<file path="src/adc_pkg.sv">
// multislope adc shared definitions

package adc_pkg;

  ////////////////////////////////////////////////////////////
  // widths with a meaning

  // tally or register value as seen on the serial port
  typedef logic [23:0] count_t;
  // phase and integration clock counts need more than 24 bits
  typedef logic [31:0] wide_count_t;
  typedef logic [2:0]  flip_t;
  // {sig, neg ref, pos ref} integrator input switches
  typedef logic [2:0]  sw_code_t;
  typedef logic [7:0]  addr_t;

  ////////////////////////////////////////////////////////////
  // integrator switch codes

  localparam sw_code_t sw_off     = 3'b000;
  // positive ref in so the integrator walks down
  localparam sw_code_t sw_pos     = 3'b101;
  // negative ref in so the integrator walks up
  localparam sw_code_t sw_neg     = 3'b110;
  // both refs on for a small bias in the slow rundown
  localparam sw_code_t sw_rundown = 3'b011;

  ////////////////////////////////////////////////////////////
  // register map

  localparam addr_t addr_test       = 8'd7;
  localparam addr_t addr_up         = 8'd9;
  localparam addr_t addr_down       = 8'd10;
  localparam addr_t addr_rundown    = 8'd11;
  localparam addr_t addr_trans_up   = 8'd12;
  localparam addr_t addr_trans_down = 8'd14;
  // fixed pattern to check the link
  localparam addr_t addr_ident      = 8'd15;
  localparam addr_t addr_dir        = 8'd16;
  localparam addr_t addr_flip       = 8'd17;

  // sequencer states with a one cycle start state per phase
  typedef enum logic [3:0] {
    init_start, init,
    fix_pos_start, fix_pos,
    var_start, var1,
    fix_neg_start, fix_neg,
    var2_start, var2,
    rundown_start, rundown,
    done
  } seq_state_t;

endpackage

</file>
<file path="src/phase_timer.sv">
// phase and integration timers

`timescale 1ns/1ns

module phase_timer #(
  parameter int init_cycles = 10000,
  parameter int fix_cycles  = 1000,
  parameter int var_cycles  = 7000,
  parameter int int_cycles  = 4000000
) (
  input  logic                clk,
  input  logic                rst,
  input  logic                phase_clear,
  input  logic                tot_clear,
  output adc_pkg::wide_count_t phase_count,
  output logic                init_end,
  output logic                fix_end,
  output logic                var_end,
  output logic                int_end
);

  // clocks since the start of signal integration
  adc_pkg::wide_count_t tot_count;

  always_ff @(posedge clk)
  begin
    if (rst)
    begin
      phase_count <= '0;
      tot_count   <= '0;
    end
    else
    begin
      // phase count restarts on every phase start cycle
      if (phase_clear)
        phase_count <= '0;
      else
        phase_count <= phase_count + 1'b1;
      // integration count holds once the minimum time is reached, no wrap
      if (tot_clear)
        tot_count <= '0;
      else if (!int_end)
        tot_count <= tot_count + 1'b1;
    end
  end

  // init counts one extra cycle, a pause for reads and settling
  assign init_end = (phase_count == adc_pkg::wide_count_t'(init_cycles));
  // fixed and variable phases last exactly their length after the start cycle
  assign fix_end  = (phase_count == adc_pkg::wide_count_t'(fix_cycles - 1));
  assign var_end  = (phase_count == adc_pkg::wide_count_t'(var_cycles - 1));
  assign int_end  = (tot_count >= adc_pkg::wide_count_t'(int_cycles));

endmodule

</file>
<file path="src/modulation_ctrl.sv">
// multislope modulation sequencer

`timescale 1ns/1ns

module modulation_ctrl (
  input  logic             clk,
  input  logic             rst,
  // 1 means integrator below the zero cross
  input  logic             cmpr_out,
  input  logic             init_end,
  input  logic             fix_end,
  input  logic             var_end,
  input  logic             int_end,
  output adc_pkg::sw_code_t int_sw,
  // active low conversion done
  output logic             com_int_n,
  output logic             phase_clear,
  output logic             tot_clear,
  output logic             tally_clear,
  output logic             decide_valid,
  output logic             decide_up,
  output logic             flip_inc,
  output logic             latch_results,
  output adc_pkg::sw_code_t sw_next
);

  adc_pkg::seq_state_t state;
  adc_pkg::seq_state_t state_next;

  // comparator sync chain with the synchronized value in stage 1
  logic [2:0] cmpr_q;
  logic       cmpr_sync;
  logic       zero_cross;

  ////////////////////////////////////////////////////////////
  // comparator synchronizer and zero cross detect

  always_ff @(posedge clk)
  begin
    cmpr_q <= {cmpr_q[1:0], cmpr_out};
  end

  assign cmpr_sync  = cmpr_q[1];
  // either direction of crossing ends the rundown
  assign zero_cross = cmpr_q[1] ^ cmpr_q[2];
  assign decide_up  = cmpr_sync;

  ////////////////////////////////////////////////////////////
  // phase sequencing

  always_comb
  begin
    state_next    = state;
    sw_next       = int_sw;
    phase_clear   = 1'b0;
    tot_clear     = 1'b0;
    tally_clear   = 1'b0;
    decide_valid  = 1'b0;
    flip_inc      = 1'b0;
    latch_results = 1'b0;
    case (state)
      adc_pkg::init_start:
      begin
        // integration time of a new conversion starts here
        phase_clear = 1'b1;
        tot_clear   = 1'b1;
        tally_clear = 1'b1;
        state_next  = adc_pkg::init;
      end
      adc_pkg::init:
        if (init_end)
          state_next = adc_pkg::fix_pos_start;
      adc_pkg::fix_pos_start:
      begin
        phase_clear = 1'b1;
        sw_next     = adc_pkg::sw_pos;
        state_next  = adc_pkg::fix_pos;
      end
      adc_pkg::fix_pos:
        if (fix_end)
          state_next = adc_pkg::var_start;
      adc_pkg::var_start,
      adc_pkg::var2_start:
      begin
        // below the zero cross drives up and above drives down
        phase_clear  = 1'b1;
        decide_valid = 1'b1;
        sw_next      = cmpr_sync ? adc_pkg::sw_neg : adc_pkg::sw_pos;
        state_next   = (state == adc_pkg::var_start) ? adc_pkg::var1 : adc_pkg::var2;
      end
      adc_pkg::var1:
        if (var_end)
          state_next = adc_pkg::fix_neg_start;
      adc_pkg::fix_neg_start:
      begin
        phase_clear = 1'b1;
        sw_next     = adc_pkg::sw_neg;
        state_next  = adc_pkg::fix_neg;
      end
      adc_pkg::fix_neg:
        if (fix_end)
          state_next = adc_pkg::var2_start;
      adc_pkg::var2:
        if (var_end)
        begin
          if (!int_end)
            state_next = adc_pkg::fix_pos_start;
          else if (cmpr_sync)
          begin
            // wrong side for the rundown so one more variable phase
            flip_inc   = 1'b1;
            state_next = adc_pkg::var2_start;
          end
          else
            state_next = adc_pkg::rundown_start;
        end
      adc_pkg::rundown_start:
      begin
        phase_clear = 1'b1;
        sw_next     = adc_pkg::sw_rundown;
        state_next  = adc_pkg::rundown;
      end
      adc_pkg::rundown:
        if (zero_cross)
        begin
          // first crossing turns the inputs off and captures the results
          sw_next       = adc_pkg::sw_off;
          latch_results = 1'b1;
          state_next    = adc_pkg::done;
        end
      adc_pkg::done:
        state_next = adc_pkg::init_start;
      default:
        state_next = adc_pkg::init_start;
    endcase
  end

  always_ff @(posedge clk)
  begin
    if (rst)
    begin
      state     <= adc_pkg::init_start;
      int_sw    <= adc_pkg::sw_off;
      com_int_n <= 1'b1;
    end
    else
    begin
      state     <= state_next;
      int_sw    <= sw_next;
      // low for the single cycle in done
      com_int_n <= ~latch_results;
    end
  end

endmodule

</file>
<file path="src/count_tally.sv">
// modulation tallies and result latches

`timescale 1ns/1ns

module count_tally (
  input  logic                clk,
  input  logic                rst,
  input  logic                tally_clear,
  input  logic                decide_valid,
  input  logic                decide_up,
  input  logic                flip_inc,
  input  adc_pkg::sw_code_t    sw_next,
  input  logic                latch_results,
  input  adc_pkg::wide_count_t phase_count,
  output adc_pkg::count_t      up_last,
  output adc_pkg::count_t      down_last,
  output adc_pkg::count_t      trans_up_last,
  output adc_pkg::count_t      trans_down_last,
  output adc_pkg::count_t      rundown_last,
  output logic                dir_last,
  output adc_pkg::flip_t       flip_last
);

  // local copy of the code driving the integrator
  adc_pkg::sw_code_t cur_sw;

  // running tallies for the conversion in progress
  adc_pkg::count_t up_cnt;
  adc_pkg::count_t down_cnt;
  adc_pkg::count_t trans_up_cnt;
  adc_pkg::count_t trans_down_cnt;
  adc_pkg::flip_t  flip_cnt;

  logic trans_up;
  logic trans_down;

  // a change of code onto a ref counts as a transition in that direction
  assign trans_up   = (sw_next != cur_sw) && (sw_next == adc_pkg::sw_neg);
  assign trans_down = (sw_next != cur_sw) && (sw_next == adc_pkg::sw_pos);

  always_ff @(posedge clk)
  begin
    if (rst)
    begin
      cur_sw          <= adc_pkg::sw_off;
      up_cnt          <= '0;
      down_cnt        <= '0;
      trans_up_cnt    <= '0;
      trans_down_cnt  <= '0;
      flip_cnt        <= '0;
      up_last         <= '0;
      down_last       <= '0;
      trans_up_last   <= '0;
      trans_down_last <= '0;
      rundown_last    <= '0;
      dir_last        <= 1'b0;
      flip_last       <= '0;
    end
    else
    begin
      cur_sw <= sw_next;
      if (tally_clear)
      begin
        up_cnt         <= '0;
        down_cnt       <= '0;
        trans_up_cnt   <= '0;
        trans_down_cnt <= '0;
        flip_cnt       <= '0;
      end
      else
      begin
        if (decide_valid && decide_up)
          up_cnt <= up_cnt + 1'b1;
        if (decide_valid && !decide_up)
          down_cnt <= down_cnt + 1'b1;
        if (trans_up)
          trans_up_cnt <= trans_up_cnt + 1'b1;
        if (trans_down)
          trans_down_cnt <= trans_down_cnt + 1'b1;
        if (flip_inc)
          flip_cnt <= flip_cnt + 1'b1;
      end
      // results held until the next conversion ends
      if (latch_results)
      begin
        up_last         <= up_cnt;
        down_last       <= down_cnt;
        trans_up_last   <= trans_up_cnt;
        trans_down_last <= trans_down_cnt;
        // rundown length in clocks, low 24 bits
        rundown_last    <= adc_pkg::count_t'(phase_count);
        // set only if the rundown drove the integrator up
        dir_last        <= (cur_sw == adc_pkg::sw_neg);
        flip_last       <= flip_cnt;
      end
    end
  end

endmodule

</file>
<file path="src/spi_reg_bank.sv">
// serial register port

`timescale 1ns/1ns

module spi_reg_bank (
  input  logic           clk,
  input  logic           rst,
  input  logic           sclk,
  input  logic           cs_n,
  input  logic           mosi,
  output logic           miso,
  input  adc_pkg::count_t up_last,
  input  adc_pkg::count_t down_last,
  input  adc_pkg::count_t trans_up_last,
  input  adc_pkg::count_t trans_down_last,
  input  adc_pkg::count_t rundown_last,
  input  logic           dir_last,
  input  adc_pkg::flip_t  flip_last
);

  // 8 bit address then 24 bit value
  localparam int frame_bits = $bits(adc_pkg::addr_t) + $bits(adc_pkg::count_t);

  ////////////////////////////////////////////////////////////
  // pin synchronizers with a third stage for edge detect

  logic [2:0] sclk_q;
  logic [2:0] cs_q;
  logic [1:0] mosi_q;

  always_ff @(posedge clk)
  begin
    if (rst)
    begin
      sclk_q <= '0;
      cs_q   <= '1;
      mosi_q <= '0;
    end
    else
    begin
      sclk_q <= {sclk_q[1:0], sclk};
      cs_q   <= {cs_q[1:0], cs_n};
      mosi_q <= {mosi_q[0], mosi};
    end
  end

  logic sclk_rise;
  logic sclk_fall;
  logic cs_fall;
  logic cs_rise;

  assign sclk_rise = sclk_q[1] & ~sclk_q[2] & ~cs_q[1];
  assign sclk_fall = ~sclk_q[1] & sclk_q[2] & ~cs_q[1];
  assign cs_fall   = ~cs_q[1] & cs_q[2];
  assign cs_rise   = cs_q[1] & ~cs_q[2];

  ////////////////////////////////////////////////////////////
  // frame shift and readback

  logic [frame_bits-1:0] shift_in;
  adc_pkg::count_t       shift_out;
  adc_pkg::count_t       test_reg;
  adc_pkg::count_t       readback;
  adc_pkg::addr_t        addr_next;
  logic [5:0]            bit_cnt;

  // address byte as it completes on the 8th rise
  assign addr_next = {shift_in[6:0], mosi_q[1]};

  // bit 7 only blocks the write and is ignored here
  always_comb
  begin
    case ({1'b0, addr_next[6:0]})
      adc_pkg::addr_test:       readback = test_reg;
      adc_pkg::addr_up:         readback = up_last;
      adc_pkg::addr_down:       readback = down_last;
      adc_pkg::addr_rundown:    readback = rundown_last;
      adc_pkg::addr_trans_up:   readback = trans_up_last;
      adc_pkg::addr_trans_down: readback = trans_down_last;
      adc_pkg::addr_ident:      readback = 24'hffffff;
      adc_pkg::addr_dir:        readback = adc_pkg::count_t'(dir_last);
      adc_pkg::addr_flip:       readback = adc_pkg::count_t'(flip_last);
      default:                  readback = '0;
    endcase
  end

  always_ff @(posedge clk)
  begin
    if (rst)
    begin
      bit_cnt   <= '0;
      shift_out <= '0;
      miso      <= 1'b0;
      test_reg  <= '0;
    end
    else if (cs_fall)
    begin
      // new frame keeps miso quiet through the address byte
      bit_cnt   <= '0;
      shift_out <= '0;
      miso      <= 1'b0;
    end
    else if (cs_rise)
    begin
      miso <= 1'b0;
      // write only on a full frame to the test register
      if (bit_cnt == 6'(frame_bits) && shift_in[frame_bits-1 -: 8] == adc_pkg::addr_test)
        test_reg <= shift_in[23:0];
    end
    else if (sclk_rise)
    begin
      if (bit_cnt != '1)
        bit_cnt <= bit_cnt + 1'b1;
      if (bit_cnt == 6'd7)
        shift_out <= readback;
    end
    else if (sclk_fall)
    begin
      // next bit out msb first on each fall
      miso      <= shift_out[23];
      shift_out <= shift_out << 1;
    end
  end

  // incoming frame shifted in msb first
  always_ff @(posedge clk)
  begin
    if (sclk_rise)
      shift_in <= {shift_in[frame_bits-2:0], mosi_q[1]};
  end

endmodule

</file>
<file path="src/adc_top.sv">
// multislope adc front end top level

`timescale 1ns/1ns

module adc_top #(
  parameter int init_cycles = 10000,
  parameter int fix_cycles  = 1000,
  parameter int var_cycles  = 7000,
  parameter int int_cycles  = 4000000
) (
  input  logic             clk,
  input  logic             rst,
  input  logic             cmpr_out,
  output adc_pkg::sw_code_t int_sw,
  output logic             com_int_n,
  input  logic             sclk,
  input  logic             cs_n,
  input  logic             mosi,
  output logic             miso
);

  // sequencer to timer
  adc_pkg::wide_count_t phase_count;
  logic phase_clear;
  logic tot_clear;
  logic init_end;
  logic fix_end;
  logic var_end;
  logic int_end;

  // sequencer to tallies
  logic tally_clear;
  logic decide_valid;
  logic decide_up;
  logic flip_inc;
  logic latch_results;
  adc_pkg::sw_code_t sw_next;

  // latched results to the register port
  adc_pkg::count_t up_last;
  adc_pkg::count_t down_last;
  adc_pkg::count_t trans_up_last;
  adc_pkg::count_t trans_down_last;
  adc_pkg::count_t rundown_last;
  logic           dir_last;
  adc_pkg::flip_t  flip_last;

  phase_timer #(
    .init_cycles(init_cycles),
    .fix_cycles (fix_cycles),
    .var_cycles (var_cycles),
    .int_cycles (int_cycles)
  ) i_timer (
    .clk(clk), .rst(rst), .phase_clear(phase_clear), .tot_clear(tot_clear),
    .phase_count(phase_count), .init_end(init_end), .fix_end(fix_end),
    .var_end(var_end), .int_end(int_end)
  );

  modulation_ctrl i_ctrl (
    .clk(clk), .rst(rst), .cmpr_out(cmpr_out),
    .init_end(init_end), .fix_end(fix_end), .var_end(var_end), .int_end(int_end),
    .int_sw(int_sw), .com_int_n(com_int_n),
    .phase_clear(phase_clear), .tot_clear(tot_clear), .tally_clear(tally_clear),
    .decide_valid(decide_valid), .decide_up(decide_up), .flip_inc(flip_inc),
    .latch_results(latch_results), .sw_next(sw_next)
  );

  count_tally i_tally (
    .clk(clk), .rst(rst), .tally_clear(tally_clear),
    .decide_valid(decide_valid), .decide_up(decide_up), .flip_inc(flip_inc),
    .sw_next(sw_next), .latch_results(latch_results), .phase_count(phase_count),
    .up_last(up_last), .down_last(down_last),
    .trans_up_last(trans_up_last), .trans_down_last(trans_down_last),
    .rundown_last(rundown_last), .dir_last(dir_last), .flip_last(flip_last)
  );

  spi_reg_bank i_regs (
    .clk(clk), .rst(rst), .sclk(sclk), .cs_n(cs_n), .mosi(mosi), .miso(miso),
    .up_last(up_last), .down_last(down_last),
    .trans_up_last(trans_up_last), .trans_down_last(trans_down_last),
    .rundown_last(rundown_last), .dir_last(dir_last), .flip_last(flip_last)
  );

endmodule

</file>
<file path="config.mk">
export PLATFORM = sky130hd
export DESIGN_NAME = adc_top
export DESIGN_NICKNAME = d
export VERILOG_FILES = /design/src/adc_pkg.sv /design/src/phase_timer.sv /design/src/modulation_ctrl.sv /design/src/count_tally.sv /design/src/spi_reg_bank.sv /design/src/adc_top.sv
export SDC_FILE = /design/constraint.sdc
export NUM_CORES = 1
export LEC_CHECK = 0
export ABC_AREA = 1
export BUFFER_PORTS_ARGS = -buffer_cell sky130_fd_sc_hd__buf_2
export CAP_MARGIN = 20
export CELL_PAD_IN_SITES_DETAIL_PLACEMENT = 1
export CELL_PAD_IN_SITES_GLOBAL_PLACEMENT = 1
export CORE_MARGIN = 2
export CORE_UTILIZATION = 40
export DETAILED_ROUTE_END_ITERATION = 8
export PLACE_DENSITY = 0.72
export SLEW_MARGIN = 20
export SYNTH_ARGS = -nofsm -noshare
export SYNTH_HDL_FRONTEND = slang
export SYNTH_SLANG_ARGS = --single-unit
</file>
<file path="constraint.sdc">
create_clock -name clk -period 3.2 [get_ports clk]
set_clock_uncertainty 0.05 [all_clocks]
set_input_delay 0.64 -clock clk [delete_from_list [all_inputs] [get_ports clk]]
set_output_delay 0.64 -clock clk [all_outputs]
set_load 0.02 [all_outputs]
</file>
==> results.yml <==
clock_tree:
  cts_resized: 0
  h-tree-depth: 2
  ctsLongestPathBuffers: 3
  clk_latency_ns: 0.59
  cts_tree: "built"
  clock-sinks: 393
  path_clk_slew_ns: 0.06
  root_buffer: "clkbuf_16"
  cts_made_buffers: 46
  hold_buffers: 0
  postCtsSetupRepairBufs: 0
outcome:
  status: "completed"
floorplanning:
  start_util_pct: 40.6
  row_count: 77
  dieArea_mm2: 0.0467
  chipHeight_um: 216
  die_w_um: 216
  io_pins: 11
  core_mm2: 0.0443
yosys:
  synthFlopType: "dfxtp_1"
  ys_types: 49
  synth_fp_nets: 2441
  ys_warn_count: 0
  async_flop_share_pct: 0
  synth_area_leaders: "dfxtp_1 (40%), nand2_1 (8.7%), nor2_1 (7.1%)"
  syn_area_mm2: 0.0180
  seq_area_frac_synth_pct: 45.5
  synth_top_cell_area_share_pct: 40.2
  synth_edf_count: 32
  synth_commonest_cells: "nand2_1 (415), dfxtp_1 (361), nor2_1 (342)"
  yosys.area.top_type: "dfxtp_1"
  synth_cells: 2424
  yosysMostFrequentCell: "nand2_1"
  ys_ff_latch: 393
  postSynthAreaPerCell_um2: 7.42
setup_path:
  r2r-start: "i_ctrl.state[1]$_SDFFE_PP0P_"
  cp-start-kind: "register"
  path_max_fanout: 29
  crit_path_max_incr_delay_ns: 0.55
  rr_endpoint: "i_tally.trans_down_cnt[14]$_SDFFE_PP0P_"
  critPathKind: "reg2reg"
  required_ns: 3.66
  path_cells: "nand4_1, inv_1, nand2_1, nand2_2, nand2_1, nand3_1, nand3_4, nand2_2, nand2_1, a21oi_2"
  critPathSlowestCell: "nand2_2"
  crit_end: "i_tally.trans_down_cnt[14]$_SDFFE_PP0P_"
  crit_path_start: "i_ctrl.state[1]$_SDFFE_PP0P_"
  cp_common_cell: "nand2_1"
  arrival_ns: 3.15
  cp-end-kind: "register"
  r2r_cells: 10
  r2r_setup_slack_ns: 0.52
layout:
  top_regs: "i_regs.shift_in (32), i_timer.phase_count (32), i_timer.tot_count (32)"
  fill_cells: 5523
  area_growth_syn_to_layout_pct: 12.3
  final_util_pct: 45.5
  drive_above_1_share_pct: 7.92
  final_nets: 2416
drt:
  routed_wl_mm: 55.8
  dr.pass1.iters: 5
  vias: 16200
  wl_met1_mm: 26.2
  maxUsedRoutingLayer: "met5"
  met2_length_mm: 25.4
  route.detailed.drc: 0
  viasPerCell: 5.35
  wl_per_cell_um: 18.4
  drt.antenna.violating_nets: 0
  wl_met3_mm: 2.01
  drt-initial-drc-count: 926
timing:
  tightest_slew_ns: 0.795
  slew_violations: 0
  rsz0062_at_grt: "no"
  whs_ns: 0.108
  fin_crit_ns: 2.68
  min_period_over_period_pct: 83.8
  tns_ns: 0
  fmax_mhz: 373
  setup_viol: 0
  finalWorstSetupSlack_ns: 0.518
  relSlewSlack_pct: 46.9
  finalHoldViolCount: 0
global_routing:
  grt_pass1_vias: 16600
  grt_pass1_wl_mm: 90.2
  grt_max_degree: 174
  track_usage_pct: 24.0
  antenna_found_initial: 1
  grt.overflow.total: 0
placement:
  dp_slack_ns: 0.532
  finalWeightedCongestion: 0.903
  post-dp-hpwl_mm: 39.6
  port_buffers: 10
power:
  p_per_area_mw_per_mm2: 612
  peakVddDrop_uv: 497
  leakagePower_nw: 7.55
worst_hold_path:
  hold_class: "in2reg"
job:
  cap_violations: 0
## critical path: cells and delay by family (launching register included)
family | cells | cell delay (ns)
simple gates | 8 | 1.80
flops | 1 | 0.48
compound gates | 1 | 0.14
buf+inv | 1 | 0.12
## cells by family after synthesis
| group | synth area share (%) |
|---|---|
| compound gates | 15.3 |
| xor+xnor | 4.04 |
| fa+ha+maj | 0.766 |
| buf+inv | 7.47 |
| flops | 45.5 |
| simple gates | 26.9 |
## area by class of cell
class                           count  area [um^2]  area share (%)
Inverter                          230          867            4.30
Multi-Input combinational cell   1690         8460            41.9
Sequential cell                   393         8190            40.6
Clock buffer                       56         1270            6.30
Antenna cell                        1         2.50          0.0124
Timing Repair Buffer               38          323            1.60
Tap cell                          592          741            3.67
Clock inverter                     29          330            1.64
## how the worst min path moves through the flow
stage | start | end | slack (ns) | cells after the start
3_3_place_gp | i_ctrl.cmpr_q[0]$_DFF_P_ | i_ctrl.cmpr_q[1]$_DFF_P_ | 0.26 | 0
6_report | cmpr_out | i_ctrl.cmpr_q[0]$_DFF_P_ | 0.11 | 1
5_1_grt | cmpr_out | i_ctrl.cmpr_q[0]$_DFF_P_ | 0.11 | 1
2_1_floorplan | i_ctrl.cmpr_q[0]$_DFF_P_ | i_ctrl.cmpr_q[1]$_DFF_P_ | 0.26 | 0
3_5_place_dp | i_ctrl.cmpr_q[0]$_DFF_P_ | i_ctrl.cmpr_q[1]$_DFF_P_ | 0.27 | 0
4_1_cts | cmpr_out | i_ctrl.cmpr_q[0]$_DFF_P_ | 0.08 | 1
## metrics by stage
stage | cell area, um^2 | instances | power (W)
after CTS | 20200 | 3028 | 0.0125
after global placement | 18600 | 2943 | 0.00684
after floorplan | 18000 | 2424 | 0.00644
after detailed placement | 18600 | 2943 | 0.00690
after global routing | 20200 | 3028 | 0.0128
final | 20200 | 3029 | 0.0123
## placed cells by master (no fill, tap or decap), drive strengths merged, types with 15 or more instances in the layout
| cell | n |
|---|---|
| a211oi | 23 |
| a21oi | 249 |
| buf | 38 |
| clkbuf | 56 |
| clkinv | 15 |
| dfxtp | 361 |
| edfxtp | 32 |
| inv | 230 |
| nand2 | 427 |
| nand3 | 139 |
| nand4 | 65 |
| nor2 | 350 |
| nor3 | 61 |
| nor4 | 15 |
| o21ai | 212 |
| xnor2 | 28 |
| xor2 | 55 |
## per-layer routing
metal	vias up	GRT usage (%)
met5	-	0.938
met4	2	9.50
met3	109	3.33
met2	242	39.0
met1	7852	32.2
li1	7989	-
## where the power goes
group,switching [W],internal (W)
clock,0.00224,0.00333
combinational,0.00128,0.000371
sequential,0.000104,0.00503
total,0.00362,0.00873
No activity file was read; power rests on OpenSTA's default activity.
